File: config.mk
export PLATFORM = sky130hd
export DESIGN_NAME = fifo_top
export DESIGN_NICKNAME = d
export VERILOG_FILES = /design/src/logic/fifo_pkg.sv /design/src/logic/fifo_fill_ctr.sv /design/src/logic/fifo_pack_fsm.sv /design/src/logic/fifo_word_store.sv /design/src/logic/fifo_top.sv
export VERILOG_INCLUDE_DIRS = /design/src /design/src/logic
export SDC_FILE = /design/constraint.sdc
export NUM_CORES = 1
export LEC_CHECK = 0
export BUFFER_PORTS_ARGS = -buffer_cell sky130_fd_sc_hd__buf_4
export CAP_MARGIN = 20
export CORE_MARGIN = 1
export CORE_UTILIZATION = 61
export DETAILED_ROUTE_END_ITERATION = 12
export GPL_TIMING_DRIVEN = 0
export PLACE_DENSITY = 0.79
export SETUP_SLACK_MARGIN = 0.5
export SLEW_MARGIN = 0
export SYNTH_ARGS = -nofsm -noshare
export SYNTH_HDL_FRONTEND = slang
export SYNTH_SLANG_ARGS = --single-unit
export TNS_END_PERCENT = 10
File: constraint.sdc
create_clock -name DECFIFO -period 6.3 [get_ports DECFIFO]
set_input_delay 0.63 -clock DECFIFO [delete_from_list [all_inputs] [get_ports DECFIFO]]
set_output_delay 0.63 -clock DECFIFO [all_outputs]
set_load 0.05 [all_outputs]
File: src/logic/fifo_config.svh
`ifndef FIFO_CONFIG_SVH
`define FIFO_CONFIG_SVH

// Sizing for the SCSI DMA longword FIFO
// The 16-bit bus side delivers halfwords and the memory side takes longwords

// Number of longword entries held in the store
// The thermometer occupancy code is this many bits wide
`define FIFO_DEPTH 8

// Width of one bus halfword
// A stored longword is twice this width
`define FIFO_HALF_W 16

// Store address width
// Must stay equal to log2 of FIFO_DEPTH so the pointers wrap on their own
`define FIFO_PTR_W 3

`endif

File: src/logic/fifo_pkg.sv
`include "fifo_config.svh"

package fifo_pkg;

  // One halfword as it arrives from the 16-bit bus
  typedef logic [`FIFO_HALF_W-1:0] half_t;

  // One packed longword, first halfword in the low half
  typedef logic [2*`FIFO_HALF_W-1:0] word_t;

  // Thermometer occupancy
  // Bit k is set when more than k entries are held
  typedef logic [`FIFO_DEPTH-1:0] level_t;

  // Address into the longword store
  typedef logic [`FIFO_PTR_W-1:0] ptr_t;

  // Packer states
  // LOW_HALF waits for the low half of a longword
  // HIGH_HALF holds the low half and waits for the high half
  typedef enum logic {
    LOW_HALF,
    HIGH_HALF
  } pack_state_t;

endpackage

File: src/logic/fifo_fill_ctr.sv
`timescale 1ns/100ps
`include "fifo_config.svh"

module fifo_fill_ctr
  import fifo_pkg::*;
(
  input  logic DECFIFO,
  input  logic FIFOEMPTY_RST,
  input  logic inc,
  input  logic dec,
  output logic fifo_full,
  output logic fifo_empty
);

  // Current and next thermometer occupancy
  level_t level_q;
  level_t level_d;

  // An increment fills from the bottom, a decrement drains from the top
  // When both strobes are high in one cycle the count holds
  always_comb
  begin
    level_d = level_q;
    if (inc && !dec)
    begin
      // Shift a one in at bit 0
      level_d = {level_q[`FIFO_DEPTH-2:0], 1'b1};
    end
    else if (dec && !inc)
    begin
      // Drop the highest set bit
      level_d = {1'b0, level_q[`FIFO_DEPTH-1:1]};
    end
  end

  // Occupancy register, empty after reset
  always_ff @(posedge DECFIFO or negedge FIFOEMPTY_RST)
  begin
    if (!FIFOEMPTY_RST)
      level_q <= '0;
    else
      level_q <= level_d;
  end

  // Flags are taken from the next level so they line up with the level itself
  // Full means every entry holds a word, empty means not even one does
  always_ff @(posedge DECFIFO or negedge FIFOEMPTY_RST)
  begin
    if (!FIFOEMPTY_RST)
    begin
      fifo_full  <= 1'b0;
      fifo_empty <= 1'b1;
    end
    else
    begin
      fifo_full  <= level_d[`FIFO_DEPTH-1];
      fifo_empty <= ~level_d[0];
    end
  end

  // The level must always be a run of ones from bit 0 upward
  // Adding one to such a code leaves no bit shared with the original
  a_level_thermo : assert property (
    @(posedge DECFIFO) disable iff (!FIFOEMPTY_RST)
    ((level_q + 1'b1) & level_q) == '0
  );

  // The packer must stall before the counter would overflow
  a_no_inc_when_full : assert property (
    @(posedge DECFIFO) disable iff (!FIFOEMPTY_RST)
    fifo_full |-> !(inc && !dec)
  );

  // The output side must not read an empty FIFO
  a_no_dec_when_empty : assert property (
    @(posedge DECFIFO) disable iff (!FIFOEMPTY_RST)
    fifo_empty |-> !(dec && !inc)
  );

endmodule

File: src/logic/fifo_pack_fsm.sv
`timescale 1ns/100ps

module fifo_pack_fsm
  import fifo_pkg::*;
(
  input  logic  DECFIFO,
  input  logic  FIFOEMPTY_RST,
  input  logic  in_valid,
  input  half_t in_half,
  input  logic  in_last,
  output logic  in_ready,
  input  logic  fifo_full,
  output logic  wr_en,
  output word_t wr_word
)
;

  pack_state_t state_q;

  // Low half waiting for its partner
  half_t low_q;

  // A halfword moves on this edge
  logic accept;

  // In LOW_HALF a lone last halfword needs a free entry, and in HIGH_HALF
  // the completing halfword does too, so both states stall on full
  // The full flag is registered, so out_ready never reaches in_ready
  assign in_ready = ~fifo_full;
  assign accept   = in_valid & in_ready;

  // Write strobe and data to the store
  always_comb
  begin
    wr_en   = 1'b0;
    wr_word = {half_t'(0), in_half};
    if (state_q == HIGH_HALF)
    begin
      // Second halfword goes on top of the held first one
      wr_word = {in_half, low_q};
      wr_en   = accept;
    end
    else
    begin
      // A last halfword in the low slot is flushed with a zero upper half
      wr_en = accept & in_last;
    end
  end

  // State register
  always_ff @(posedge DECFIFO or negedge FIFOEMPTY_RST)
  begin
    if (!FIFOEMPTY_RST)
      state_q <= LOW_HALF;
    else if (accept)
    begin
      if (state_q == HIGH_HALF)
        state_q <= LOW_HALF;
      else if (!in_last)
        state_q <= HIGH_HALF;
    end
  end

  // Capture the low half of a longword as it is accepted
  always_ff @(posedge DECFIFO)
  begin
    if (accept && (state_q == LOW_HALF))
      low_q <= in_half;
  end

  // A stalled halfword must still be offered, unchanged, on the next edge
  // Otherwise the packer would pair the held low half with the wrong data
  a_src_hold : assert property (
    @(posedge DECFIFO) disable iff (!FIFOEMPTY_RST)
    (in_valid && !in_ready) |=> (in_valid && $stable(in_half) && $stable(in_last))
  );

endmodule

File: src/logic/fifo_word_store.sv
`timescale 1ns/100ps
`include "fifo_config.svh"

module fifo_word_store
  import fifo_pkg::*;
(
  input  logic  DECFIFO,
  input  logic  FIFOEMPTY_RST,
  input  logic  wr_en,
  input  word_t wr_word,
  input  logic  rd_en,
  output word_t rd_word
);

  // Longword storage, contents are undefined until written
  word_t mem [`FIFO_DEPTH];

  // Pointers wrap through the power-of-two depth without any compare
  ptr_t wr_ptr;
  ptr_t rd_ptr;

  // Entries written minus entries read, one bit wider than a pointer
  logic [`FIFO_PTR_W:0] occ_q;

  always_ff @(posedge DECFIFO)
  begin
    if (wr_en)
      mem[wr_ptr] <= wr_word;
  end

  always_ff @(posedge DECFIFO or negedge FIFOEMPTY_RST)
  begin
    if (!FIFOEMPTY_RST)
    begin
      wr_ptr <= '0;
      rd_ptr <= '0;
      occ_q  <= '0;
    end
    else
    begin
      if (wr_en)
        wr_ptr <= wr_ptr + 1'b1;
      if (rd_en)
        rd_ptr <= rd_ptr + 1'b1;
      // Count only moves when exactly one side is active
      if (wr_en && !rd_en)
        occ_q <= occ_q + 1'b1;
      else if (rd_en && !wr_en)
        occ_q <= occ_q - 1'b1;
    end
  end

  // Head of the queue is always on the output
  assign rd_word = mem[rd_ptr];

  // The count must never pass the depth or wrap below zero
  // Equal pointers can then only mean either no words or all of them
  a_ptr_equal : assert property (
    @(posedge DECFIFO) disable iff (!FIFOEMPTY_RST)
    occ_q <= `FIFO_DEPTH
  );

endmodule

File: src/logic/fifo_top.sv
`timescale 1ns/100ps

module fifo_top
  import fifo_pkg::*;
(
  input  logic  DECFIFO,
  input  logic  FIFOEMPTY_RST,
  input  logic  in_valid,
  input  half_t in_half,
  input  logic  in_last,
  output logic  in_ready,
  output logic  out_valid,
  input  logic  out_ready,
  output word_t out_word,
  output logic  fifo_full,
  output logic  fifo_empty
);

  // Packer to store and counter
  logic  wr_en;
  word_t wr_word;

  // Longword leaves on this edge
  logic  rd_en;

  // Any held word is offered to the memory side
  assign out_valid = ~fifo_empty;
  assign rd_en     = out_valid & out_ready;

  // Halfword packer, stalls on the registered full flag
  fifo_pack_fsm pack_i (
    .DECFIFO       (DECFIFO),
    .FIFOEMPTY_RST (FIFOEMPTY_RST),
    .in_valid      (in_valid),
    .in_half       (in_half),
    .in_last       (in_last),
    .in_ready      (in_ready),
    .fifo_full     (fifo_full),
    .wr_en         (wr_en),
    .wr_word       (wr_word)
  );

  // Occupancy counter, writes count up and reads count down
  fifo_fill_ctr ctr_i (
    .DECFIFO       (DECFIFO),
    .FIFOEMPTY_RST (FIFOEMPTY_RST),
    .inc           (wr_en),
    .dec           (rd_en),
    .fifo_full     (fifo_full),
    .fifo_empty    (fifo_empty)
  );

  // Longword register file
  fifo_word_store store_i (
    .DECFIFO       (DECFIFO),
    .FIFOEMPTY_RST (FIFOEMPTY_RST),
    .wr_en         (wr_en),
    .wr_word       (wr_word),
    .rd_en         (rd_en),
    .rd_word       (out_word)
  );

endmodule

==> impl_results.md, run 1 <==
* Sequential share of the synthesized area at 0.7586
* Peak supply drop at 520.8 uV
* Hold Crit Class: input pin to flip-flop
* Drt pass-1 iters at 9
* Crit Path Category: flip-flop to output pin
* Final Instance Count excl. Fillers at 864
* DP Cell Count at 811
* Die width at 138.1 um
* Syn avg cell area at 22.41 sq um
* Vias per cell at 6.170
* Flops & latches, synth at 288
* Final ANT Viol Nets at 0
* Clk_lat worst skew at 530 ps
* Fin area at 13300 sq um
* Num ports at 57
* DRT iter0 DRCs at 438
* Commonest non-fill, non-tap cell in the layout: edfxtp_1
* H-tree levels at 1
* Via count at 5331
* Worst path slowest cell: clkbuf_1
* Overall Global Routing Usage at 0.2489
* Clock Power Share at 0.265
* Wl on met1 at 9.441 mm
* Comb power frac at 0.363
* MaxCap Viol Count at 0
* Cell area after synthesis at 11300 sq um
* Total congestion overflow at 0
* Worst Max-Slew Pin Slew at 1015 ps
* Part of the power in registers at 0.372
* Setup repair bufs after CTS at 0
* Failing checks: DRC
* Final WS setup at 3033 ps
* Async SR Flop Fraction at 0.05556
* Die height at 138.1 um
* Power Density at 491.0 nW/um^2
* Synth warn at 0
* Crit-path max FO at 10
* Nets at 638
* Met3 routed WL at 1.398 mm
* Status: complete, but fails checks
* RR Startpoint: pack_i.state_q
* Area growth from synthesis to layout at 17.76%
* WL met2 at 11.19 mm
* Fill count at 1003
* DP Area at 12320 sq um
* Wirelength per Cell at 26.14 um
* Layout cell share with drive strength beyond 1 at 0.3827
* Clk sink count at 288
* Die Area at 19070 sq um
* Antenna violations before repair at 0
* Relative slew slack at 0.3200
* Max incr delay on CP at 460 ps
* Synth cell types at 29
* Max Root-Sink Buffers at 3
* Ys flop type: edfxtp_1
* HP Start: in_half[14]
* Clock transition at path regs at 60 ps
* Synthesized Nets at 529
* Sw frac at 0.3354
* Mapped Cells at 504
* Final WL at 22.59 mm
* Largest net degree at the start of global routing at 21
* Final slew viol count at 0
* Place WS at 3283 ps
* Internal at 4.341 mW
* Vias in the first global route at 5740
* Worst-path cell chain: clkbuf_1, buf_2, mux4_2, mux2_2, buf_4
* ANT cells at 0
* Startpoint Class: flip-flop
* TritonCTS Buffers at 28
* DR top layer: met4
* Core ar. at 18090 sq um
* Skew final at 5.819 ps
* RSZ-0062 raised after global routing: no
* CP endpoint kind: output pin
* Global-route wire length before repair at 34.54 mm
* Initial Util at 0.6246
* Clk root buf: clkbuf_16
* Fin crit share at 0.5186
* Final Hold Viols at 0
* RePlAce Congestion at 0.7446
* Fin crit period at 3267 ps
* Drc violations at 13
* Maximum clock frequency at 0.3061 GHz
* EDFF count, synth at 272
* CP required at 5670 ps
* Placed wire-length estimate after detailed placement at 14.19 mm
* Row count at 49
* CP arrival at 2640 ps
* Number of port buffers at 56
* Sw power at 2.190 mW
* CTS tree: yes
* Setup violators final at 0
* Pleak at 4.567 nW
* Worst Setup SP: store_i.rd_ptr[2]
* Most frequent cells in the layout: edfxtp_1 (272), buf_4 (61), mux2_2 (51)
==> final cells by class <==
cell class                 instances  area [sq um]  share of cell area
multi-input combinational        186          2586              0.1944
buffer                            25         172.7             0.01298
clock buffer                      37         828.3             0.06227
tap                              229         286.5             0.02154
inverter                           5         18.77            0.001411
clock inverter                    15         146.4             0.01101
timing repair buffer              79         693.2             0.05211
sequential                       288          8569              0.6442
==> synthesized netlist by cell type (2+ instances only) <==
master    number  area (sq um)
nor2b_1        5         31.28
buf_8          2         30.03
mux4_1        20         525.5
nor3_1         4         20.02
buf_2          7         35.03
inv_1          5         18.77
ha_1           4         50.05
nand2b_1       2         12.51
nor2_1         4         15.01
and2_1        16         100.1
a21oi_1        4         20.02
buf_12         2         40.04
edfxtp_1     272          8168
buf_6          2         22.52
dfrtp_1       15         375.4
nand3b_1       2         15.01
mux2_2        51         574.3
nand2_1       10         37.54
clkbuf_1      12         45.04
and3b_1        4         35.03
xnor2_1        3         26.28
a22oi_1        2         15.01
mux4_2        44         991.0
o21ai_0        7         35.03
==> routing by layer <==
| metal | track usage | vias to the layer above |
|---|---|---|
| met5 | 0 | - |
| met4 | 0.08634 | 0 |
| met2 | 0.3977 | 190 |
| li1 | - | 2317 |
| met3 | 0.04018 | 41 |
| met1 | 0.3577 | 2783 |
==> registers in the layout (all words and copies together) (netlist names) <==
signal,flops
pack_i.low_q,16
ctr_i.fifo_empty,1
ctr_i.level_q,8
store_i.rd_ptr,3
store_i.wr_ptr,3
pack_i.state_q,1
store_i.mem,256
==> what timing repair did <==
item | in CTS | in global routing
hold buffers | 1 | 0
resized for setup | 0 | 0
hold endpoints to repair | 15 | 0
==> logic make-up (layout without fill, tap and decap cells) <==
kind of cell / count (synthesis) / in the layout / synth area share
flip-flops: 288 / 288 / 0.7586
adder cells (fa/ha/maj): 4 / 4 / 0.004431
AO/OA/AOI/OAI: 15 / 15 / 0.007643
XOR/XNOR: 4 / 4 / 0.003102
buffers and inverters: 30 / 161 / 0.01695
AND/OR/NAND/NOR: 48 / 48 / 0.02415
multiplexers: 115 / 115 / 0.1851
==> worst max-delay path, delay by kind of cell, from the launching register on <==
| kind | cells | cell delay [ps] |
|---|---|---|
| buffers and inverters | 3 | 1100 |
| multiplexers | 2 | 650 |
| flip-flops | 1 | 350 |
==> per-stage QoR <==
step | hold slack [ps] | setup TNS [ps] | power [mW] | util
4_1_cts | 281.2 | 0 | 6.577 | 0.7355
3_3_place_gp | 467.1 | -48280 | 4.743 | 0.6636
2_1_floorplan | 334.4 | 0 | 4.158 | -
5_1_grt | 282.2 | 0 | 6.755 | 0.7355
3_5_place_dp | 472.6 | 0 | 4.844 | 0.6810
6_report | 295.0 | 0 | 6.531 | 0.7355
==> power by group through the flow <==
stage | combinational, mW | sequential, mW | clock [mW]
2_1_floorplan | 1.70 | 2.46 | 0
3_3_place_gp | 2.27 | 2.47 | 0
3_5_place_dp | 2.38 | 2.47 | 0
4_1_cts | 2.40 | 2.43 | 1.75
5_1_grt | 2.48 | 2.44 | 1.83
6_report | 2.37 | 2.43 | 1.73
==> worst paths after layout <==
check / endpoint / slack, ps / cells past startpoint
max: out_word[11] / 3030 / 5
min: pack_i.low_q[14] / 290 / 1
max in group asynchronous: ctr_i.fifo_empty / 5560 / 2
min in group asynchronous: ctr_i.level_q[0] / 490 / 2
max reg2reg: store_i.mem[1][17] / 3420 / 6
min reg2reg: ctr_i.fifo_empty / 490 / 1
Power figures use the tool's default switching activity.
==> run 2, diff against run 1 <==
- CORE_UTILIZATION: 61 -> 55
- PLACE_DENSITY: 0.79 -> 0.76
- clock period: 6.3 -> 3 ns (I/O delays scaled with it)
==> run 2 against run 1 <==
The run now ends clean. Die area up 11%. Critical path depth stayed put. Final area up 3.8%. Critical path type unchanged. Largest power group is now combinational cells.
==> impl_results.md, run 2 (synthesized netlist as in run 1, its figures left out) <==
* Placed wire-length estimate after detailed placement at 13.73 mm (-3.3%)
* CTS tree: yes
* DRT iter0 DRCs at 434 (-0.91%)
* Largest net degree at the start of global routing at 22 (+4.8%)
* RePlAce Congestion at 0.7379 (-0.90%)
* Row count at 52 (+6.1%)
* Clk_lat worst skew at 530 ps (about the same)
* Total congestion overflow at 0 (unchanged)
* Vias in the first global route at 5710 (-0.52%)
* Nets at 650 (+1.9%)
* Core ar. at 20170 sq um (+12%)
* Most frequent cells in the layout: edfxtp_1 (272), mux4_2 (55), mux2_2 (41)
* Final slew viol count at 0 (unchanged)
* Total Neg Setup Slack at 0 ps (unchanged)
* Number of port buffers at 56 (unchanged)
* Initial Util at 0.5600 (-0.06451)
* Worst Setup SP: store_i.rd_ptr[0]
* CP arrival at 2360 ps (-280 ps)
* Skew final at 10.07 ps (+4.251 ps)
* Fin crit share at 0.8852
* Relative slew slack at 0.3153 (-0.004698)
* Overall Global Routing Usage at 0.2188 (-0.03006)
* Status: finished, final reports clean
* CP required at 2700 ps (-2970 ps)
* Drc violations at 0 (-13)
* Fill count at 1229 (+23%)
* Biggest register: store_i.mem
* R2R depth at 5 (-1)
* Num ports at 57 (unchanged)
* Clock transition at path regs at 60 ps (about the same)
* MaxCap Viol Count at 0 (unchanged)
* Max reg flops at 256 (unchanged)
* Worst Max-Slew Pin Slew at 1022 ps (+7.014 ps)
* Commonest non-fill, non-tap cell in the layout: edfxtp_1
* Layout cell share with drive strength beyond 1 at 0.3957 (+0.01300)
* Startpoint Class: flip-flop
* Leading registers by flop count: store_i.mem x256, pack_i.low_q x16, ctr_i.level_q x8
* Hold slack at 19.46 ps (-275.5 ps)
* Setup violators final at 0 (unchanged)
* Antenna violations before repair at 0 (unchanged)
* Clk root buf: clkbuf_16
* Maximum clock frequency at 0.3765 GHz
* Die Area at 21120 sq um (+11%)
* Power Density at 1040 nW/um^2 (+110%)
* TritonCTS Buffers at 28 (unchanged)
* Final WL at 23.15 mm (+2.5%)
* Pleak at 4.722 nW (+3.4%)
* Hold Crit Class: input pin to flip-flop
* H-tree levels at 1 (unchanged)
* Crit-path max FO at 7 (-3)
* Peak supply drop at 982.2 uV (+89%)
* R2R setup slack at 460 ps (-2960 ps)
* CP endpoint kind: output pin
* RR Startpoint: pack_i.state_q
* Global-route wire length before repair at 33.85 mm (-2.0%)
* Critical path destination: out_word[31]
* Final Hold Viols at 0 (unchanged)
* Wirelength per Cell at 25.24 um (-3.4%)
* Clk sink count at 288 (unchanged)
* Fin crit period at 2656 ps
* Final ANT Viol Nets at 0 (unchanged)
* FF-to-FF End: store_i.mem[5][20]
* ANT cells at 0 (unchanged)
* RSZ-0062 raised after global routing: yes
* Die width at 145.3 um (+5.2%)
* Area growth from synthesis to layout at 22.28%
* Die height at 145.3 um (+5.2%)
* Drt pass-1 iters at 5 (-4)
* Vias per cell at 5.923 (-4.0%)
* Max Root-Sink Buffers at 3 (unchanged)
* Crit Path Category: flip-flop to output pin
* Via count at 5431 (+1.9%)
[run 2: cell count changes in the layout (fill, tap and decap cells not counted), moves of 5 or more]
| cell | change |
|---|---|
| buf_2 | -6 |
| mux4_1 | -11 |
| buf_16 | +6 |
| clkbuf_2 | +5 |
| mux4_2 | +11 |
| dlygate4sd3_1 | +13 |
| buf_6 | +8 |
| mux2_2 | -10 |
| mux2_4 | +10 |
| buf_4 | -21 |
[run 2: critical path, cell delays in order, from the launching register on]
cell	delay (ps)
dfrtp_2	470
buf_12	200
buf_4	140
mux4_1	530
mux2_2	310
buf_6	160
[run 2: timing repair]
item / 4_1_cts / 5_1_grt
hold buffers: 14 / 0
resized for setup: 16 / 50
cloned: 0 / 6
setup endpoints to repair: 107 / 140
hold endpoints to repair: 29 / 0
setup buffers: 2 / 0
[run 2: layout make-up]
class | instances | area, sq um | share of cell area
flip-flops and latches | 288 | 8572 | 0.6206
multi-input cells | 186 | 2619 | 0.1896
repair buffers | 91 | 1105 | 0.07999
clock buffers | 34 | 744.5 | 0.05390
well taps | 270 | 337.8 | 0.02446
plain buffers | 25 | 225.2 | 0.01631
clock inverters | 18 | 190.2 | 0.01377
inverters | 5 | 18.77 | 0.001359
[run 2: worst min-delay path by stage]
stage	startpoint	end	slack, ps	cells after the start
floorplan	FIFOEMPTY_RST	ctr_i.level_q[0]	4	0
global placement	FIFOEMPTY_RST	ctr_i.level_q[3]	160	1
detailed placement	FIFOEMPTY_RST	ctr_i.level_q[1]	170	1
CTS	in_half[1]	pack_i.low_q[1]	3	1
global route	in_half[13]	pack_i.low_q[13]	3	1
finish	in_half[1]	pack_i.low_q[1]	20	1
[run 2: where the power goes]
part / total [mW] / leakage (nW) / internal (mW) / switching (mW)
registers: 5.14 / 2.69 / 4.95 / 0.190
clock network: 3.52 / 0.449 / 2.10 / 1.41
logic: 5.71 / 1.58 / 2.55 / 3.16
total: 14.4 / 4.72 / 9.60 / 4.76
[run 2: per-layer routing]
metal / GRT usage / routed length, um / vias to the layer above
met5: 0 / 0 / -
met2: 0.3714 / 11830 / 228
met3: 0.03899 / 1415 / 48
met1: 0.2916 / 9253 / 2825
li1: - / - / 2330
met4: 0.06895 / 646 / 0
[run 2: per-stage QoR]
stage	worst slack (ps)	std cells	power [mW]	util	area, sq um
2_1_floorplan	266.0	504	8.747	-	11330
3_3_place_gp	-1337	830	9.991	0.5996	12090
3_5_place_dp	459.7	843	10.24	0.6160	12420
4_1_cts	327.7	911	13.85	0.6722	13560
5_1_grt	301.4	917	14.83	0.6848	13810
6_report	344.3	917	14.37	0.6848	13810
==> run 3, diff against run 2 <==
- CORE_ASPECT_RATIO: not set -> 2
==> run 3 against run 2 <==
Total power shrank 3.0%. Register-to-register slack gained 170 ps. Critical path type unchanged. Maximum frequency grew 0.90%. Highest routed layer unchanged. Critical path depth grew 1. Routed wire length grew 5.4%. Critical endpoint is now out_word[0]. Non-clock buffer count grew 13. Combinational power grew 1%. Sequential power is essentially flat. Largest cell class unchanged.
==> impl_results.md, run 3 (synthesized netlist as in run 1, its figures left out) <==
* MaxCap Viol Count at 0 (unchanged)
* Max incr delay on CP at 530 ps (about the same)
* Peak supply drop at 744.8 uV (-24%)
* Fin area at 13710 sq um (-0.75%)
* Critical path depth in cells at 6 (+1)
* Nets at 658 (+1.2%)
* Relative slew slack at 0.5172 (+0.2019)
* Vias per cell at 6.025 (+1.7%)
* Power Density at 1016 nW/um^2 (-2.3%)
* Crit Path Category: flip-flop to output pin
* Register area at 8572 sq um (unchanged)
* Worst Setup SP: store_i.rd_ptr[0]
* Row count at 73 (+40%)
* Overall Global Routing Usage at 0.2432 (+0.02438)
* Antenna violations before repair at 0 (unchanged)
* Bufs and invs on worst path at 4 (+1)
* Sw power at 4.768 mW (about the same)
* Die width at 103.3 um (-29%)
* Power consumption at 13.93 mW (-3.0%)
* Area of the multi-input gates at 2619 sq um (unchanged)
* Fin crit share at 0.8773 (-0.007927)
* Final ANT Viol Nets at 0 (unchanged)
* Hold Crit Class: input pin to flip-flop
* Clk_lat worst skew at 530 ps (about the same)
* DP Cell Count at 837 (-0.71%)
* CP required at 2700 ps (about the same)
* Part of the power in registers at 0.368 (+0.010)
* ANT cells at 0 (unchanged)
* Clk sink count at 288 (unchanged)
* Hold Path Stages at 1 (unchanged)
* RePlAce Congestion at 0.7368 (-0.15%)
* Worst-path cell chain: buf_6, buf_16, buf_4, mux4_1, mux2_2, buf_4
* Core ar. at 20000 sq um (-0.83%)
* Most frequent CP cell: buf_4
* Drc violations at 0 (unchanged)
* Total congestion overflow at 0 (unchanged)
* Hold slack at 6.301 ps (-13.16 ps)
* Final Hold Viols at 0 (unchanged)
* Via count at 5495 (+1.2%)
* H-tree levels at 1 (unchanged)
* Final WL at 24.40 mm (+5.4%)
* Final slew viol count at 0 (unchanged)
* Most frequent cells in the layout: edfxtp_1 (272), buf_4 (61), mux2_2 (48), mux4_2 (48), clkbuf_16 (24)
* Largest net degree at the start of global routing at 25 (+14%)
* Layout cell share with drive strength beyond 1 at 0.3908 (-0.004903)
* Pleak at 4.696 nW (-0.56%)
* R2R setup slack at 630 ps (+170 ps)
* Fill count at 1183 (-3.7%)
* Maximum clock frequency at 0.3799 GHz (+0.90%)
* Clock Power Share at 0.216 (-0.029)
* TritonCTS Buffers at 23 (-18%)
* Max reg flops at 256 (unchanged)
* Total Neg Setup Slack at 0 ps (unchanged)
* HP Start: in_half[14]
* Skew final at 21.40 ps (+11.33 ps)
* Final Instance Count excl. Fillers at 912 (-0.55%)
* Fin crit period at 2632 ps (-23.78 ps)
* Wirelength per Cell at 26.75 um (+6.0%)
* Biggest register: store_i.mem
* Initial Util at 0.5647 (+0.004659)
* Setup violators final at 0 (unchanged)
* Drt pass-1 iters at 5 (unchanged)
* Global-route wire length before repair at 35.69 mm (+5.4%)
* CP arrival at 2330 ps (-30 ps)
* DP Area at 12440 sq um (+0.16%)
* Leading registers by flop count: store_i.mem x256, pack_i.low_q x16, ctr_i.level_q x8
* DRT iter0 DRCs at 448 (+3.2%)
* Number of port buffers at 56 (unchanged)
* Clk root buf: clkbuf_16
* Final WS setup at 368.1 ps (+23.78 ps)
* Sw frac at 0.3422 (+0.01060)
* R2R depth at 8 (+3)
* Placed wire-length estimate after detailed placement at 14.84 mm (+8.1%)
* CP endpoint kind: output pin
* Fin util at 0.6853 (about the same)
* RR Startpoint: pack_i.state_q
* Die Area at 21150 sq um (+0.16%)
* Num ports at 57 (unchanged)
* Worst path slowest cell: mux4_1
* Internal at 9.165 mW (-4.6%)
* Worst path top cell family by delay: multiplexers
* FF-to-FF End: ctr_i.level_q[4]
* RSZ-0062 raised after global routing: yes
* CTS tree: yes
* Place WS at 53.44 ps (-406.3 ps)
* Max Root-Sink Buffers at 3 (unchanged)
* Comb power frac at 0.416 (+0.019)
* Status: finished, final reports clean
* Area growth from synthesis to layout at 21.36%
* Die height at 204.7 um (+41%)
* Vias in the first global route at 5837 (+2.2%)
* WHS Endpoint: pack_i.low_q[14]
* Startpoint Class: flip-flop
* Worst Max-Slew Pin Slew at 724.0 ps (-298.3 ps)
* Commonest non-fill, non-tap cell in the layout: edfxtp_1
* Crit-path max FO at 5 (-2)
* Clock transition at path regs at 60 ps (about the same)
==> run 3: cell count changes in the layout (fill, tap and decap cells not counted), sizes merged <==
cell	change
inv	+1
clkinvlp	-2
buf	+18
clkinv	-9
clkbuf	-3
bufinv	-2
==> run 3: worst reg2reg max path: cells and delay by family (launching register included) <==
kind                     cells  cell delay, ps
flip-flops                   1             350
AO/OA/AOI/OAI                3             880
AND/OR/NAND/NOR              1             250
adder cells (fa/ha/maj)      1             250
buffers and inverters        3             560
==> run 3: area by class of cell <==
type / count / share of cell area
sequential: 288 / 0.6253
inverter: 5 / 0.001369
timing repair buffer: 104 / 0.08625
tap: 262 / 0.02391
buffer: 25 / 0.01807
clock inverter: 6 / 0.006298
multi-input combinational: 186 / 0.1910
clock buffer: 36 / 0.04774
==> run 3: timing repair <==
| item | in CTS | in global routing |
|---|---|---|
| hold buffers | 12 | 2 |
| setup buffers | 8 | 6 |
| endpoints found under the hold margin | 27 | 2 |
| endpoints found under the setup margin | 113 | 178 |
| cloned | 4 | 1 |
| resized for setup | 29 | 22 |
| pin swaps | 1 | 1 |
==> run 3: how the worst max path moves through the flow <==
stage                          to  slack (ps)
3_5_place_dp    store_i.mem[0][9]          50
5_1_grt              out_word[31]         340
4_1_cts               out_word[5]         190
3_3_place_gp   store_i.mem[5][11]       -1450
2_1_floorplan   store_i.mem[7][0]         270
6_report              out_word[0]         370
==> run 3: metal layers <==
metal / share of wire / wire (um) / GRT usage / vias up
met5: 0 / 0 / 0 / -
met4: 0.039 / 948 / 0.09306 / 0
met3: 0.053 / 1303 / 0.02764 / 62
met2: 0.55 / 13320 / 0.4271 / 224
met1: 0.36 / 8829 / 0.3064 / 2859
li1: - / - / - / 2350
==> run 3: power groups by stage <==
stage          Sequential [mW]  Clock (mW)  Combinational, mW
2_1_floorplan             5.17           0               3.57
3_3_place_gp              5.18           0               4.86
3_5_place_dp              5.21           0               5.13
4_1_cts                   5.13        3.03               5.63
5_1_grt                   5.16        3.18               6.04
6_report                  5.13        3.01               5.79
